**src/source/cpuPkg.sv**
```systemverilog
package cpuPkg;

    // data, address and instruction all share one word
    localparam int wordSize = 16;
    localparam int ctlWidth = 11;

    localparam logic [3:0] bneOp = 4'd0;
    localparam logic [3:0] beqOp = 4'd1;
    localparam logic [3:0] bgzOp = 4'd2;
    localparam logic [3:0] blzOp = 4'd3;
    localparam logic [3:0] adiOp = 4'd4;
    localparam logic [3:0] oriOp = 4'd5;
    localparam logic [3:0] lhiOp = 4'd6;
    localparam logic [3:0] lwdOp = 4'd7;
    localparam logic [3:0] swdOp = 4'd8;
    localparam logic [3:0] jmpOp = 4'd9;
    localparam logic [3:0] jalOp = 4'd10;
    localparam logic [3:0] rTypeOp = 4'd15;

    localparam logic [5:0] funcAdd = 6'd0;
    localparam logic [5:0] funcSub = 6'd1;
    localparam logic [5:0] funcAnd = 6'd2;
    localparam logic [5:0] funcOrr = 6'd3;
    localparam logic [5:0] funcNot = 6'd4;
    localparam logic [5:0] funcTcp = 6'd5;
    localparam logic [5:0] funcShl = 6'd6;
    localparam logic [5:0] funcShr = 6'd7;
    localparam logic [5:0] funcJpr = 6'd25;
    localparam logic [5:0] funcJrl = 6'd26;
    localparam logic [5:0] funcWwd = 6'd28;
    localparam logic [5:0] funcHlt = 6'd29;

    // WB bits sit lowest so later stages keep only a low slice
    localparam int ctlWwd = 0;
    localparam int ctlRegWrite = 1;
    localparam int ctlMemToReg = 2;
    localparam int ctlMemWrite = 3;
    localparam int ctlMemRead = 4;
    localparam int ctlIsBranch = 5;
    localparam int ctlAluSrc = 6;
    localparam int ctlIsAlu = 7;
    localparam int ctlIsJumpR = 8;
    localparam int ctlIsJumpI = 9;
    localparam int ctlRegDst = 10;

    localparam logic [3:0] aluAdd = 4'd0;
    localparam logic [3:0] aluSub = 4'd1;
    localparam logic [3:0] aluAnd = 4'd2;
    localparam logic [3:0] aluOrr = 4'd3;
    localparam logic [3:0] aluNot = 4'd4;
    localparam logic [3:0] aluTcp = 4'd5;
    localparam logic [3:0] aluShl = 4'd6;
    localparam logic [3:0] aluShr = 4'd7;
    localparam logic [3:0] aluLhi = 4'd8;
    localparam logic [3:0] aluOri = 4'd9;
    localparam logic [3:0] aluPassA = 4'd10;

    typedef union packed {
        struct packed {
            logic [3:0] opcode;
            logic [1:0] rs;
            logic [1:0] rt;
            logic [1:0] rd;
            logic [5:0] func;
        } r;
        struct packed {
            logic [3:0] opcode;
            logic [1:0] rs;
            logic [1:0] rt;
            logic [7:0] imm8;
        } i;
        struct packed {
            logic [3:0] opcode;
            logic [11:0] target12;
        } j;
    } instructionT;

endpackage
```
**src/source/cpuTop.sv**
```systemverilog
`timescale 1ns/1ps

module cpuTop (
    input  logic Clk,
    input  logic rstN,
    input  logic m1Busy,
    input  logic m2Busy,
    input  logic [cpuPkg::wordSize-1:0] data1,
    input  logic [cpuPkg::wordSize-1:0] dataRead,
    output logic readM1,
    output logic readM2,
    output logic writeM2,
    output logic [cpuPkg::wordSize-1:0] address1,
    output logic [cpuPkg::wordSize-1:0] address2,
    output logic [cpuPkg::wordSize-1:0] dataWrite,
    output logic halted,
    output logic [cpuPkg::wordSize-1:0] numInst,
    output logic [cpuPkg::wordSize-1:0] outputPort
);
    import cpuPkg::*;

    logic [ctlWidth-1:0] controls;
    instructionT ifIdInstruction;

    // decoder answers in the same cycle the instruction sits in ID
    instructionDecoder decoderInst (
        .instruction(ifIdInstruction),
        .controls(controls)
    );

    datapath datapathInst (
        .Clk(Clk),
        .rstN(rstN),
        .controls(controls),
        .data1(data1),
        .dataRead(dataRead),
        .m1Busy(m1Busy),
        .m2Busy(m2Busy),
        .ifIdInstruction(ifIdInstruction),
        .readM1(readM1),
        .address1(address1),
        .readM2(readM2),
        .writeM2(writeM2),
        .address2(address2),
        .dataWrite(dataWrite),
        .halted(halted),
        .numInst(numInst),
        .outputPort(outputPort)
    );

endmodule

```
**src/source/datapath.sv**
```systemverilog
`timescale 1ns/1ps

module datapath (
    input  logic Clk,
    input  logic rstN,
    input  logic [cpuPkg::ctlWidth-1:0] controls,
    input  logic [cpuPkg::wordSize-1:0] data1,
    input  logic [cpuPkg::wordSize-1:0] dataRead,
    input  logic m1Busy,
    input  logic m2Busy,
    output cpuPkg::instructionT ifIdInstruction,
    output logic readM1,
    output logic [cpuPkg::wordSize-1:0] address1,
    output logic readM2,
    output logic writeM2,
    output logic [cpuPkg::wordSize-1:0] address2,
    output logic [cpuPkg::wordSize-1:0] dataWrite,
    output logic halted,
    output logic [cpuPkg::wordSize-1:0] numInst,
    output logic [cpuPkg::wordSize-1:0] outputPort
);
    import cpuPkg::*;

    logic [wordSize-1:0] pc;
    logic [wordSize-1:0] pcNext;
    logic [wordSize-1:0] pcPlusOne;

    // pc fields hold the address after the instruction
    logic ifIdValid;
    logic [wordSize-1:0] ifIdPc;

    logic idExValid;
    logic [ctlWidth-1:0] idExCtl;
    logic [wordSize-1:0] idExPc;
    logic [wordSize-1:0] idExData1;
    logic [wordSize-1:0] idExData2;
    logic [wordSize-1:0] idExImm;
    logic [1:0] idExRs;
    logic [1:0] idExRt;
    logic [1:0] idExRd;
    logic [3:0] idExOpcode;
    logic [5:0] idExFunc;

    logic exMemValid;
    logic exMemIsHlt;
    logic [ctlMemRead:0] exMemCtl;
    logic [wordSize-1:0] exMemAluOut;
    logic [wordSize-1:0] exMemStoreData;
    logic [1:0] exMemRd;

    logic memWbValid;
    logic memWbIsHlt;
    logic [ctlMemToReg:0] memWbCtl;
    logic [wordSize-1:0] memWbAluOut;
    logic [wordSize-1:0] memWbReadData;
    logic [1:0] memWbRd;

    logic [3:0] idOpcode;
    logic [1:0] idRd;
    logic useRs;
    logic useRt;
    logic [wordSize-1:0] idData1;
    logic [wordSize-1:0] idData2;
    logic idJump;
    logic loadStall;

    logic [1:0] forwardA;
    logic [1:0] forwardB;
    logic [wordSize-1:0] fwdA;
    logic [wordSize-1:0] fwdB;
    logic [wordSize-1:0] aluA;
    logic [wordSize-1:0] aluB;
    logic [wordSize-1:0] aluResult;
    logic [wordSize-1:0] exTarget;
    logic branchTaken;
    logic isLink;
    logic exRedirect;

    logic memStall;
    logic haltNow;
    logic [wordSize-1:0] wbData;

    assign readM1 = !halted;
    assign address1 = pc;
    assign readM2 = exMemCtl[ctlMemRead];
    assign writeM2 = exMemCtl[ctlMemWrite];
    assign address2 = exMemAluOut;
    assign dataWrite = exMemStoreData;

    assign pcPlusOne = pc + wordSize'(1);
    assign memStall = (readM2 || writeM2) && m2Busy;
    assign haltNow = memWbValid && memWbIsHlt;

    assign idOpcode = ifIdInstruction.r.opcode;
    assign idJump = ifIdValid && controls[ctlIsJumpI];
    // links always go to register 2
    assign idRd = (controls[ctlRegWrite] && (controls[ctlIsJumpI] || controls[ctlIsJumpR])) ?
                  2'd2 : controls[ctlRegDst] ? ifIdInstruction.r.rd : ifIdInstruction.r.rt;
    assign useRs = ifIdValid && !(idOpcode == jmpOp || idOpcode == jalOp || idOpcode == lhiOp);
    assign useRt = ifIdValid &&
                   ((idOpcode == rTypeOp && (ifIdInstruction.r.func == funcAdd ||
                                             ifIdInstruction.r.func == funcSub ||
                                             ifIdInstruction.r.func == funcAnd ||
                                             ifIdInstruction.r.func == funcOrr)) ||
                    idOpcode == swdOp || idOpcode == bneOp || idOpcode == beqOp);

    assign fwdA = (forwardA == 2'b01) ? exMemAluOut : (forwardA == 2'b10) ? wbData : idExData1;
    assign fwdB = (forwardB == 2'b01) ? exMemAluOut : (forwardB == 2'b10) ? wbData : idExData2;
    assign isLink = idExCtl[ctlRegWrite] && (idExCtl[ctlIsJumpI] || idExCtl[ctlIsJumpR]);
    assign aluA = isLink ? idExPc : fwdA;
    assign aluB = idExCtl[ctlAluSrc] ? idExImm : fwdB;
    assign exTarget = idExCtl[ctlIsJumpR] ? fwdA : idExPc + idExImm;
    // bubbles carry zero controls, so no valid term is needed here
    assign exRedirect = branchTaken || idExCtl[ctlIsJumpR];

    assign wbData = memWbCtl[ctlMemToReg] ? memWbReadData : memWbAluOut;

    always_comb begin
        if (halted || memStall || loadStall) begin
            pcNext = pc;
        end else if (exRedirect) begin
            pcNext = exTarget;
        end else if (idJump) begin
            pcNext = {ifIdPc[wordSize-1:12], ifIdInstruction.j.target12};
        end else if (!m1Busy) begin
            pcNext = pcPlusOne;
        end else begin
            pcNext = pc;
        end
    end

    always_ff @(posedge Clk or negedge rstN) begin
        if (!rstN) begin
            pc <= '0;
            ifIdValid <= 1'b0;
            idExValid <= 1'b0;
            idExCtl <= '0;
            exMemValid <= 1'b0;
            exMemCtl <= '0;
            exMemIsHlt <= 1'b0;
            memWbValid <= 1'b0;
            memWbCtl <= '0;
            memWbIsHlt <= 1'b0;
            halted <= 1'b0;
            numInst <= '0;
            outputPort <= '0;
        end else begin
            pc <= pcNext;

            // retirement
            if (memWbValid) begin
                numInst <= numInst + 1'b1;
                if (memWbCtl[ctlWwd]) begin
                    outputPort <= memWbAluOut;
                end
                if (memWbIsHlt) begin
                    halted <= 1'b1;
                end
            end

            if (haltNow || halted) begin
                ifIdValid <= 1'b0;
                idExValid <= 1'b0;
                idExCtl <= '0;
                exMemValid <= 1'b0;
                exMemCtl <= '0;
                exMemIsHlt <= 1'b0;
                memWbValid <= 1'b0;
                memWbCtl <= '0;
                memWbIsHlt <= 1'b0;
            end else begin
                // a busy data access sends a bubble to WB
                memWbValid <= exMemValid && !memStall;
                memWbCtl <= memStall ? '0 : exMemCtl[ctlMemToReg:0];
                memWbIsHlt <= exMemIsHlt && !memStall;

                if (!memStall) begin
                    exMemValid <= idExValid;
                    exMemCtl <= idExCtl[ctlMemRead:0];
                    exMemIsHlt <= idExValid && idExOpcode == rTypeOp && idExFunc == funcHlt;
                    if (loadStall || exRedirect) begin
                        idExValid <= 1'b0;
                        idExCtl <= '0;
                    end else begin
                        idExValid <= ifIdValid;
                        idExCtl <= ifIdValid ? controls : '0;
                    end
                    if (!loadStall) begin
                        ifIdValid <= !(exRedirect || idJump || m1Busy);
                    end
                end
            end
        end
    end

    always_ff @(posedge Clk) begin
        if (!memStall && !loadStall) begin
            ifIdInstruction <= data1;
            ifIdPc <= pcPlusOne;
        end

        if (memStall) begin
            // WB leaves while EX waits, so keep the forwarded operands
            idExData1 <= fwdA;
            idExData2 <= fwdB;
        end else begin
            idExPc <= ifIdPc;
            idExData1 <= idData1;
            idExData2 <= idData2;
            idExImm <= {{8{ifIdInstruction.i.imm8[7]}}, ifIdInstruction.i.imm8};
            idExRs <= ifIdInstruction.r.rs;
            idExRt <= ifIdInstruction.r.rt;
            idExRd <= idRd;
            idExOpcode <= idOpcode;
            idExFunc <= ifIdInstruction.r.func;
        end

        if (!memStall) begin
            exMemAluOut <= aluResult;
            exMemStoreData <= fwdB;
            exMemRd <= idExRd;
        end

        memWbAluOut <= exMemAluOut;
        memWbReadData <= dataRead;
        memWbRd <= exMemRd;
    end

    registerFile regFileInst (
        .Clk(Clk),
        .rstN(rstN),
        .readAddr1(ifIdInstruction.r.rs),
        .readAddr2(ifIdInstruction.r.rt),
        .writeAddr(memWbRd),
        .writeData(wbData),
        .writeEnable(memWbCtl[ctlRegWrite]),
        .readData1(idData1),
        .readData2(idData2)
    );

    alu aluInst (
        .opA(aluA),
        .opB(aluB),
        .isAlu(idExCtl[ctlIsAlu]),
        .opcode(idExOpcode),
        .func(idExFunc),
        .branchType(idExCtl[ctlIsBranch]),
        .result(aluResult),
        .branchTaken(branchTaken)
    );

    hazardForward hazardInst (
        .idRs(ifIdInstruction.r.rs),
        .idRt(ifIdInstruction.r.rt),
        .useRs(useRs),
        .useRt(useRt),
        .idExMemRead(idExCtl[ctlMemRead]),
        .idExRd(idExRd),
        .exMemRegWrite(exMemCtl[ctlRegWrite]),
        .exMemRd(exMemRd),
        .memWbRegWrite(memWbCtl[ctlRegWrite]),
        .memWbRd(memWbRd),
        .idExRs(idExRs),
        .idExRt(idExRt),
        .forwardA(forwardA),
        .forwardB(forwardB),
        .loadStall(loadStall)
    );

endmodule

```
**src/source/hazardForward.sv**
```systemverilog
`timescale 1ns/1ps

module hazardForward (
    input  logic [1:0] idRs,
    input  logic [1:0] idRt,
    input  logic useRs,
    input  logic useRt,
    input  logic idExMemRead,
    input  logic [1:0] idExRd,
    input  logic exMemRegWrite,
    input  logic [1:0] exMemRd,
    input  logic memWbRegWrite,
    input  logic [1:0] memWbRd,
    input  logic [1:0] idExRs,
    input  logic [1:0] idExRt,
    output logic [1:0] forwardA,
    output logic [1:0] forwardB,
    output logic loadStall
);

    // 01 takes EX/MEM, 10 takes MEM/WB, the younger result wins
    assign forwardA = (exMemRegWrite && exMemRd == idExRs) ? 2'b01 :
                      (memWbRegWrite && memWbRd == idExRs) ? 2'b10 : 2'b00;
    assign forwardB = (exMemRegWrite && exMemRd == idExRt) ? 2'b01 :
                      (memWbRegWrite && memWbRd == idExRt) ? 2'b10 : 2'b00;

    // load data only exists after MEM, so a direct consumer waits one cycle
    assign loadStall = idExMemRead &&
                       ((useRs && idRs == idExRd) || (useRt && idRt == idExRd));

endmodule

```
**src/source/alu.sv**
```systemverilog
`timescale 1ns/1ps

module alu (
    input  logic [cpuPkg::wordSize-1:0] opA,
    input  logic [cpuPkg::wordSize-1:0] opB,
    input  logic isAlu,
    input  logic [3:0] opcode,
    input  logic [5:0] func,
    input  logic branchType,
    output logic [cpuPkg::wordSize-1:0] result,
    output logic branchTaken
);
    import cpuPkg::*;

    logic [3:0] aluOp;
    logic branchCond;

    // non-ALU instructions add (address calc) or pass rs / link value
    always_comb begin
        aluOp = aluAdd;
        if (isAlu) begin
            case (opcode)
                oriOp: aluOp = aluOri;
                lhiOp: aluOp = aluLhi;
                rTypeOp: begin
                    case (func)
                        funcSub: aluOp = aluSub;
                        funcAnd: aluOp = aluAnd;
                        funcOrr: aluOp = aluOrr;
                        funcNot: aluOp = aluNot;
                        funcTcp: aluOp = aluTcp;
                        funcShl: aluOp = aluShl;
                        funcShr: aluOp = aluShr;
                        default: aluOp = aluAdd;
                    endcase
                end
                default: aluOp = aluAdd;
            endcase
        end else if (opcode == rTypeOp || opcode == jalOp) begin
            aluOp = aluPassA;
        end
    end

    always_comb begin
        case (aluOp)
            aluSub: result = opA - opB;
            aluAnd: result = opA & opB;
            aluOrr: result = opA | opB;
            aluNot: result = ~opA;
            aluTcp: result = ~opA + wordSize'(1);
            aluShl: result = {opA[wordSize-2:0], 1'b0};
            aluShr: result = {opA[wordSize-1], opA[wordSize-1:1]};
            aluLhi: result = {opB[7:0], 8'h00};
            // ORI takes the immediate zero extended
            aluOri: result = opA | {8'h00, opB[7:0]};
            aluPassA: result = opA;
            default: result = opA + opB;
        endcase
    end

    always_comb begin
        case (opcode)
            bneOp: branchCond = (opA != opB);
            beqOp: branchCond = (opA == opB);
            bgzOp: branchCond = !opA[wordSize-1] && (opA != '0);
            blzOp: branchCond = opA[wordSize-1];
            default: branchCond = 1'b0;
        endcase
    end

    assign branchTaken = branchType && branchCond;

endmodule

```
**src/source/registerFile.sv**
```systemverilog
`timescale 1ns/1ps

module registerFile (
    input  logic Clk,
    input  logic rstN,
    input  logic [1:0] readAddr1,
    input  logic [1:0] readAddr2,
    input  logic [1:0] writeAddr,
    input  logic [cpuPkg::wordSize-1:0] writeData,
    input  logic writeEnable,
    output logic [cpuPkg::wordSize-1:0] readData1,
    output logic [cpuPkg::wordSize-1:0] readData2
);
    logic [cpuPkg::wordSize-1:0] regs [4];

    always_ff @(posedge Clk or negedge rstN) begin
        if (!rstN) begin
            for (int i = 0; i < 4; i++) begin
                regs[i] <= '0;
            end
        end else if (writeEnable) begin
            regs[writeAddr] <= writeData;
        end
    end

    // write-first, so ID sees the value WB is writing this cycle
    assign readData1 = (writeEnable && writeAddr == readAddr1) ? writeData : regs[readAddr1];
    assign readData2 = (writeEnable && writeAddr == readAddr2) ? writeData : regs[readAddr2];

endmodule

```
**src/source/instructionDecoder.sv**
```systemverilog
`timescale 1ns/1ps

module instructionDecoder (
    input  cpuPkg::instructionT instruction,
    output logic [cpuPkg::ctlWidth-1:0] controls
);
    import cpuPkg::*;

    always_comb begin
        controls = '0;
        case (instruction.r.opcode)
            adiOp, oriOp, lhiOp: begin
                controls[ctlRegWrite] = 1'b1;
                controls[ctlAluSrc] = 1'b1;
                controls[ctlIsAlu] = 1'b1;
            end
            lwdOp: begin
                controls[ctlRegWrite] = 1'b1;
                controls[ctlMemToReg] = 1'b1;
                controls[ctlMemRead] = 1'b1;
                controls[ctlAluSrc] = 1'b1;
            end
            swdOp: begin
                controls[ctlMemWrite] = 1'b1;
                controls[ctlAluSrc] = 1'b1;
            end
            bneOp, beqOp, bgzOp, blzOp: begin
                controls[ctlIsBranch] = 1'b1;
            end
            jmpOp: begin
                controls[ctlIsJumpI] = 1'b1;
            end
            jalOp: begin
                controls[ctlIsJumpI] = 1'b1;
                controls[ctlRegWrite] = 1'b1;
            end
            rTypeOp: begin
                case (instruction.r.func)
                    funcAdd, funcSub, funcAnd, funcOrr,
                    funcNot, funcTcp, funcShl, funcShr: begin
                        controls[ctlRegWrite] = 1'b1;
                        controls[ctlIsAlu] = 1'b1;
                        controls[ctlRegDst] = 1'b1;
                    end
                    funcWwd: begin
                        controls[ctlWwd] = 1'b1;
                    end
                    funcJpr: begin
                        controls[ctlIsJumpR] = 1'b1;
                    end
                    funcJrl: begin
                        controls[ctlIsJumpR] = 1'b1;
                        controls[ctlRegWrite] = 1'b1;
                    end
                    // HLT is recognised later in the pipe
                    default: controls = '0;
                endcase
            end
            default: controls = '0;
        endcase
    end

endmodule

```
**config.mk**
```make
export PLATFORM = sky130hd
export DESIGN_NAME = cpuTop
export DESIGN_NICKNAME = d
export VERILOG_FILES = /design/src/source/cpuPkg.sv /design/src/source/cpuTop.sv /design/src/source/datapath.sv /design/src/source/hazardForward.sv /design/src/source/alu.sv /design/src/source/registerFile.sv /design/src/source/instructionDecoder.sv
export SDC_FILE = /design/constraint.sdc
export NUM_CORES = 1
export LEC_CHECK = 0
export BUFFER_PORTS_ARGS = -buffer_cell sky130_fd_sc_hd__buf_2
export CAP_MARGIN = 15
export CORE_MARGIN = 4
export CORE_UTILIZATION = 23
export CTS_CLUSTER_SIZE = 20
export DETAILED_ROUTE_END_ITERATION = 16
export PLACE_DENSITY_LB_ADDON = 0.15
export SLEW_MARGIN = 20
export SYNTH_ARGS = -nofsm -noshare
export SYNTH_HDL_FRONTEND = slang
export SYNTH_HIERARCHICAL = 1
export SYNTH_SLANG_ARGS = --single-unit
```
**constraint.sdc**
```tcl
create_clock -name Clk -period 5.7 [get_ports Clk]
set_clock_uncertainty 0.1 [all_clocks]
set_input_delay 0.285 -clock Clk [delete_from_list [all_inputs] [get_ports Clk]]
set_output_delay 0.285 -clock Clk [all_outputs]
set_load 0.005 [all_outputs]
```
==> results of run 1 <==
-- how the worst min path moves through the flow --
stage	startpoint	to	slack, ns	depth (start not counted)
6_report	dataRead[0]	datapathInst/memWbReadData[0]	0.26	2
2_1_floorplan	rstN	datapathInst/address1[0]	-0.11	0
5_1_grt	dataRead[1]	datapathInst/memWbReadData[1]	0.25	2
3_3_place_gp	dataRead[0]	datapathInst/memWbReadData[0]	0.29	1
3_5_place_dp	dataRead[9]	datapathInst/memWbReadData[9]	0.29	1
4_1_cts	dataRead[0]	datapathInst/memWbReadData[0]	0.22	2
-- cells by family after synthesis --
family,Yosys count
AO/OA/AOI/OAI,428
XOR/XNOR,70
AND/OR/NAND/NOR,456
buffers and inverters,171
flip-flops,303
multiplexers,212
adder cells (fa/ha/maj),68
-- through the flow --
| step | instances | setup slack [ns] | hold WS (ns) |
|---|---|---|---|
| after global routing | 3003 | 0.00767 | 0.249 |
| after global placement | 2887 | 0.211 | 0.289 |
| after detailed placement | 2887 | 0.199 | 0.289 |
| after floorplan | 1708 | 0.141 | -0.111 |
| final | 3004 | 0.373 | 0.258 |
| after CTS | 2993 | 0.157 | 0.216 |
-- placed cells by master (no fill, tap or decap), types with 31 or more instances in the layout --
cell,netlist,layout
nand2_1,142,142
dfrtp_1,137,137
nor2_1,137,135
mux2_2,133,133
buf_2,22,118
a21oi_1,113,111
buf_4,7,109
o21ai_0,111,106
edfxtp_1,100,100
inv_1,79,78
dfxtp_1,66,66
ha_1,65,65
xnor2_1,49,49
clkbuf_16,0,45
a211oi_1,37,36
dlygate4sd3_1,0,35
nand3_1,31,31
-- layer usage --
layer	global-route usage, %	wire length, µm	part of all wire [%]
met5	0	0	0
met4	3.80	1340	1.9
met3	2.50	3500	5.1
met2	26.8	32200	47
met1	22.1	31900	46
-- critical path, delay by kind of cell, from the launching register on --
family          cells  cell delay, ns
xor+xnor            1            0.18
simple gates        6            1.29
flops               1            0.43
mux                 2            0.65
fa+ha+maj           1            0.25
compound gates      8            1.36
buf+inv             6            0.95
-- flip-flops by register name, summed over array words and instances, names as in the netlist, 16 cells and up --
name / count
datapathInst/regFileInst/regs: 64
datapathInst/address1: 16
datapathInst/address2: 16
datapathInst/dataWrite: 16
datapathInst/idExData1: 16
datapathInst/idExData2: 16
datapathInst/idExPc: 16
datapathInst/ifIdInstruction: 16
datapathInst/ifIdPc: 16
datapathInst/memWbAluOut: 16
datapathInst/memWbReadData: 16
datapathInst/numInst: 16
datapathInst/outputPort: 16
-- power breakdown --
group | total, mW | switching [mW] | leakage (nW) | internal (mW)
Sequential | 3.65 | 0.646 | 3.43 | 3.01
Combinational | 5.29 | 3.05 | 5.26 | 2.25
Clock | 2.48 | 1.02 | 0.643 | 1.46
Total | 11.4 | 4.71 | 9.33 | 6.72
-- layout make-up --
cell class / instances / share of cell area (%)
Multi-Input combinational cell: 1234 / 42.8
Sequential cell: 303 / 35.0
Timing Repair Buffer: 274 / 9.04
Tap cell: 1040 / 5.88
Clock buffer: 56 / 5.39
Inverter: 81 / 1.39
Clock inverter: 15 / 0.458
Antenna cell: 1 / 0.0113
-- what timing repair did --
item,CTS,global route
gates resized for setup,0,12
endpoints found under the hold margin,119,0
hold buffers,35,0
buffers inserted,0,6
setup endpoints to repair,0,16
==> qor.yml, run 1 <==
status:
  status: "completed"
place:
  gp_congestion: 0.885
  place_hpwl_um: 50500
  port_buffers: 119
  dpl-instance-area_mm2: 0.0203
floorplanning:
  ios: 120
  die_h_um: 287
  core_region_area_mm2: 0.0775
  row_count: 102
  start_util_pct: 23.2
  dieArea_mm2: 0.0826
  die_w_um: 287
yosys:
  synth.distinct_cells: 105
  async_flop_share_pct: 45.2
  synth_edf_count: 100
  synth_common_cells: "142 x nand2_1, 137 x dfrtp_1, 137 x nor2_1, 133 x mux2_2, 113 x a21oi_1"
  synth_area_leader_cell: "dfrtp_1"
  yosysWarnings: 6
  synthFlopType: "dfrtp_1"
  synth.most_common_cell: "nand2_1"
  synth_top_family_by_area: "multiplexers"
  yosys.area_share.simple_pct: 12.6
  synth_fa_ha_area_share_pct: 4.86
  syn_inst: 1708
  synth_mux_area_share_pct: 15.8
  synth-compound-area-share_pct: 15.8
  netlist_area_mm2: 0.0180
  synth_area_leaders: "dfrtp_1 19%, edfxtp_1 17%, mux2_2 8.3%"
  synthesis.nets: 1812
  synth_xor_area_share_pct: 3.41
  synth_seq_cells: 303
  yosysSeqAreaShare_pct: 43.2
  synth_top_cell_area_share_pct: 19.1
  syn_avg_cell_area_um2: 10.5
timing:
  finalCritPeriodShare_pct: 93.5
  slew_headroom_pct: 39.5
  setup_viol: 0
  rsz0062_at_grt: "false"
  max_freq_mhz: 188
  worst_pin_slew_ns: 0.899
  final-hold-violation-count: 0
  drv_slew: 0
  timing.setup.tns_ns: 0
  period_minus_slack_ns: 5.33
critical_path:
  crit_required_ns: 6.03
  cp-endpoint: "datapathInst/address1[8]"
  arrival_ns: 5.66
  r2r-end: "datapathInst/address1[8]"
  worst_path_max_delay_cell: "or4_1"
  end_kind: "register"
  slowest_delay_ns: 0.54
  r2r_cells: 24
  crit_fanout: 15
  cp-start-kind: "register"
  cp_cell_sequence: "xnor2_1, nand3_1, nor2_4, buf_12, mux2_2, nand2_1, o21ai_1, mux2_2, inv_1, ha_1, or4_1, nor2_2, a41oi_2, o21ai_1, o31ai_1, buf_4, nor4b_2, buf_4, a211oi_2, a2111o_1, buf_4, buf_12, a211oi_1, a21oi_1"
  critical_path_class: "register to register"
  crit_top_cell: "buf_4"
  r2r_start: "datapathInst/idExRt[0]"
  reg2reg_slack_ns: 0.37
  critical_path.startpoint: "datapathInst/idExRt[0]"
clocking:
  insertion_delay_ns: 0.56
  cts_buffers: 39
  cts_sinks: 303
  clockRootBuffer: "clkbuf_16"
  clk_path_buf_depth: 3
  cts_tree: "yes"
  clk_pin_slew_ns: 0.06
  htreeDepth: 2
cells_and_area:
  multiInputGateArea_mm2: 0.00947
  seq_area_mm2: 0.00775
  fin_util_pct: 28.6
  syn_to_final_growth_pct: 23.2
  nets: 2037
  fillCellCount: 8175
  stdcell_area_mm2: 0.0221
  drive_gt1_share_pct: 26.9
global_routing:
  antenna_found_initial: 4
  overflow: 0
  grt_pass1_vias: 14800
  grt_first_pass_wirelength_um: 100000
  grt_max_degree: 98
  groute.usage.overall_pct: 16.2
drt:
  drcViolationCount: 0
  first_pass_iters: 5
  drt-initial-drc-count: 1149
  via_per_inst: 4.90
  num_vias: 14700
  wirelength_um: 68900
  antenna_left: 0
  routedWlPerCell_um: 23.0
flow_run:
  maxCapViolCount: 0
power:
  p_per_area_mw_per_mm2: 517
  p_leak_nw: 9.33
  power.total_mw: 11.4
  ir_worst_vdd_mv: 0.211
hold_path:
  hold_path_class: "input pin to register"
Power figures use the tool's default switching activity.
==> run 2, diff against run 1 <==
Settings changed: RECOVER_POWER from default to 25, SYNTH_HIERARCHICAL 1 to default.
==> qor.yml, run 2 <==
status:
  status: "complete, but fails checks"
  violations: "max-capacitance violations, max-slew violations"
floorplanning:
  row_count: 99
  ios: 120
  die_h_um: 281
  core_region_area_mm2: 0.0735
  die_w_um: 281
  start_util_pct: 23.3
  dieArea_mm2: 0.0789
timing:
  slew_headroom_pct: -191
  timing.setup.tns_ns: 0
  worst_pin_slew_ns: 4.36
  final-hold-violation-count: 0
  max_freq_mhz: 186
  setup_viol: 0
  finalCritPeriodShare_pct: 94.3
  rsz0062_at_grt: "false"
  drv_slew: 117
  period_minus_slack_ns: 5.37
place:
  gp_congestion: 0.888
  dpl-instance-area_mm2: 0.0193
  port_buffers: 119
  place_hpwl_um: 50500
yosys:
  synth_edf_count: 100
  async_flop_share_pct: 44.9
  syn_avg_cell_area_um2: 9.80
  synth_area_leader_cell: "dfrtp_1"
  synth.most_common_cell: "nand2_1"
  yosysWarnings: 0
  yosysSeqAreaShare_pct: 44.9
  syn_inst: 1748
  synth_area_leaders: "dfrtp_1 20%, edfxtp_1 18%, dfxtp_1 7.7%"
  synth_seq_cells: 301
  synth.distinct_cells: 87
  synthesis.nets: 1852
  netlist_area_mm2: 0.0171
  synthFlopType: "dfrtp_1"
  synth_top_cell_area_share_pct: 19.7
  synth_common_cells: "190 x nand2_1, 141 x a21oi_1, 141 x nor2_1, 135 x dfrtp_1, 129 x o21ai_0"
global_routing:
  groute.usage.overall_pct: 17.1
  grt_max_degree: 74
  antenna_found_initial: 2
  grt_pass1_vias: 14700
  overflow: 0
  grt_first_pass_wirelength_um: 101000
drt:
  wirelength_um: 68400
  antenna_left: 0
  drt-initial-drc-count: 945
  via_per_inst: 4.94
  routedWlPerCell_um: 23.3
  num_vias: 14500
  drcViolationCount: 0
  first_pass_iters: 5
critical_path:
  r2r-end: "datapathInst.address1[15]"
  crit_required_ns: 6.05
  crit_cells: 16
  cp_cell_sequence: "xnor2_2, and3_1, buf_4, o31ai_1, o21ai_1, inv_1, ha_1, nor4_1, buf_4, nand4_1, nand2b_1, o31ai_1, mux2i_1, o41ai_2, a41oi_1, mux2_2"
  r2r_cells: 16
  arrival_ns: 5.73
  critical_path_class: "register to register"
  end_kind: "register"
  crit_family: "simple AND/OR/NAND/NOR gates"
  cp-endpoint: "datapathInst.address1[15]"
  worst_path_max_delay_cell: "and3_1"
  critical_path.startpoint: "datapathInst.exMemRd[0]"
  cp-start-kind: "register"
  crit_fanout: 15
  r2r_start: "datapathInst.exMemRd[0]"
  path_buf_inv: 3
  reg2reg_slack_ns: 0.33
  slowest_delay_ns: 0.52
flow_run:
  maxCapViolCount: 3
cells_and_area:
  largest_reg_flops: 64
  nets: 2043
  syn_to_final_growth_pct: 22.4
  largest-register: "datapathInst.regFileInst.regs"
  drive_gt1_share_pct: 19.4
  final_common_cell: "nand2_1"
  fillCellCount: 7777
  final_cell_mix: "190 x nand2_1, 141 x a21oi_1, 141 x nor2_1"
  stdcell_area_mm2: 0.0210
clocking:
  htreeDepth: 2
  postCtsSetupRepairBufs: 0
  cts_tree: "yes"
  clk_path_buf_depth: 3
  clockRootBuffer: "clkbuf_16"
  clk_pin_slew_ns: 0.06
  cts_sinks: 301
  cts_buffers: 40
  insertion_delay_ns: 0.57
hold_path:
  hold_path_class: "input pin to register"
power:
  p_per_area_mw_per_mm2: 567
  ir_worst_vdd_mv: 0.231
  p_leak_nw: 8.83
[run 2: repair_timing]
item / 4_1_cts / 5_1_grt
endpoints found under the hold margin: 108 / 0
hold buffers: 35 / 0
endpoints found under the setup margin: 0 / 21
resized for setup: 0 / 4
[run 2: worst min-delay path by stage]
stage                     slack, ns  cells after the start                             end         start
after floorplan               -0.11                      0        datapathInst.address1[0]          rstN
after global routing           0.25                      2  datapathInst.memWbReadData[15]  dataRead[15]
final                          0.26                      2  datapathInst.memWbReadData[13]  dataRead[13]
after global placement         0.28                      1        datapathInst.numInst[10]          rstN
after CTS                      0.23                      2  datapathInst.memWbReadData[13]  dataRead[13]
after detailed placement       0.29                      1        datapathInst.numInst[12]          rstN
[run 2: cell type report]
| type | count | area (µm²) | area share [%] |
|---|---|---|---|
| diodes | 1 | 2.50 | 0.0119 |
| flip-flops and latches | 301 | 7700 | 36.7 |
| multi-input cells | 1280 | 8820 | 42.0 |
| inverters | 63 | 238 | 1.13 |
| clock inverters | 16 | 156 | 0.746 |
| repair buffers | 253 | 1700 | 8.12 |
| clock buffers | 58 | 1150 | 5.48 |
| well taps | 959 | 1200 | 5.72 |
[run 2: metal layers]
layer  part of all wire (%)  wire [µm]  vias up  global-route usage (%)
met3                    4.8       3250       97                    2.51
met1                     47      32300     7206                    24.1
li1                       -          -     6792                       -
met2                     45      31000      391                    27.3
met4                    2.8       1890        0                    5.00
met5                      0          0        -                       0
[run 2: power breakdown]
part | switching (mW) | internal, mW
clock network | 1.03 | 1.50
logic | 3.28 | 2.25
registers | 0.751 | 3.09
[run 2: cells by family (layout without fill, tap and decap cells)]
kind of cell,after synthesis,in the layout,synth area share (%)
flip-flops,301,301,44.9
other,0,1,0
buffers and inverters,167,390,3.92
AND/OR/NAND/NOR,538,538,15.0
XOR/XNOR,85,85,4.43
multiplexers,111,111,9.38
adder cells (fa/ha/maj),68,68,5.10
AO/OA/AOI/OAI,478,478,17.2
[run 2: metrics by stage]
stage | worst slack (ns) | power [mW] | cells | util [%] | hold WS [ns]
global placement | 0.284 | 9.35 | 2821 | 26.3 | 0.282
detailed placement | 0.229 | 9.35 | 2821 | 26.3 | 0.288
CTS | 0.189 | 12.0 | 2930 | 28.6 | 0.230
global route | 0.0643 | 12.7 | 2930 | 28.5 | 0.249
floorplan | 0.650 | 6.87 | 1748 | - | -0.111
finish | 0.327 | 11.9 | 2931 | 28.5 | 0.261
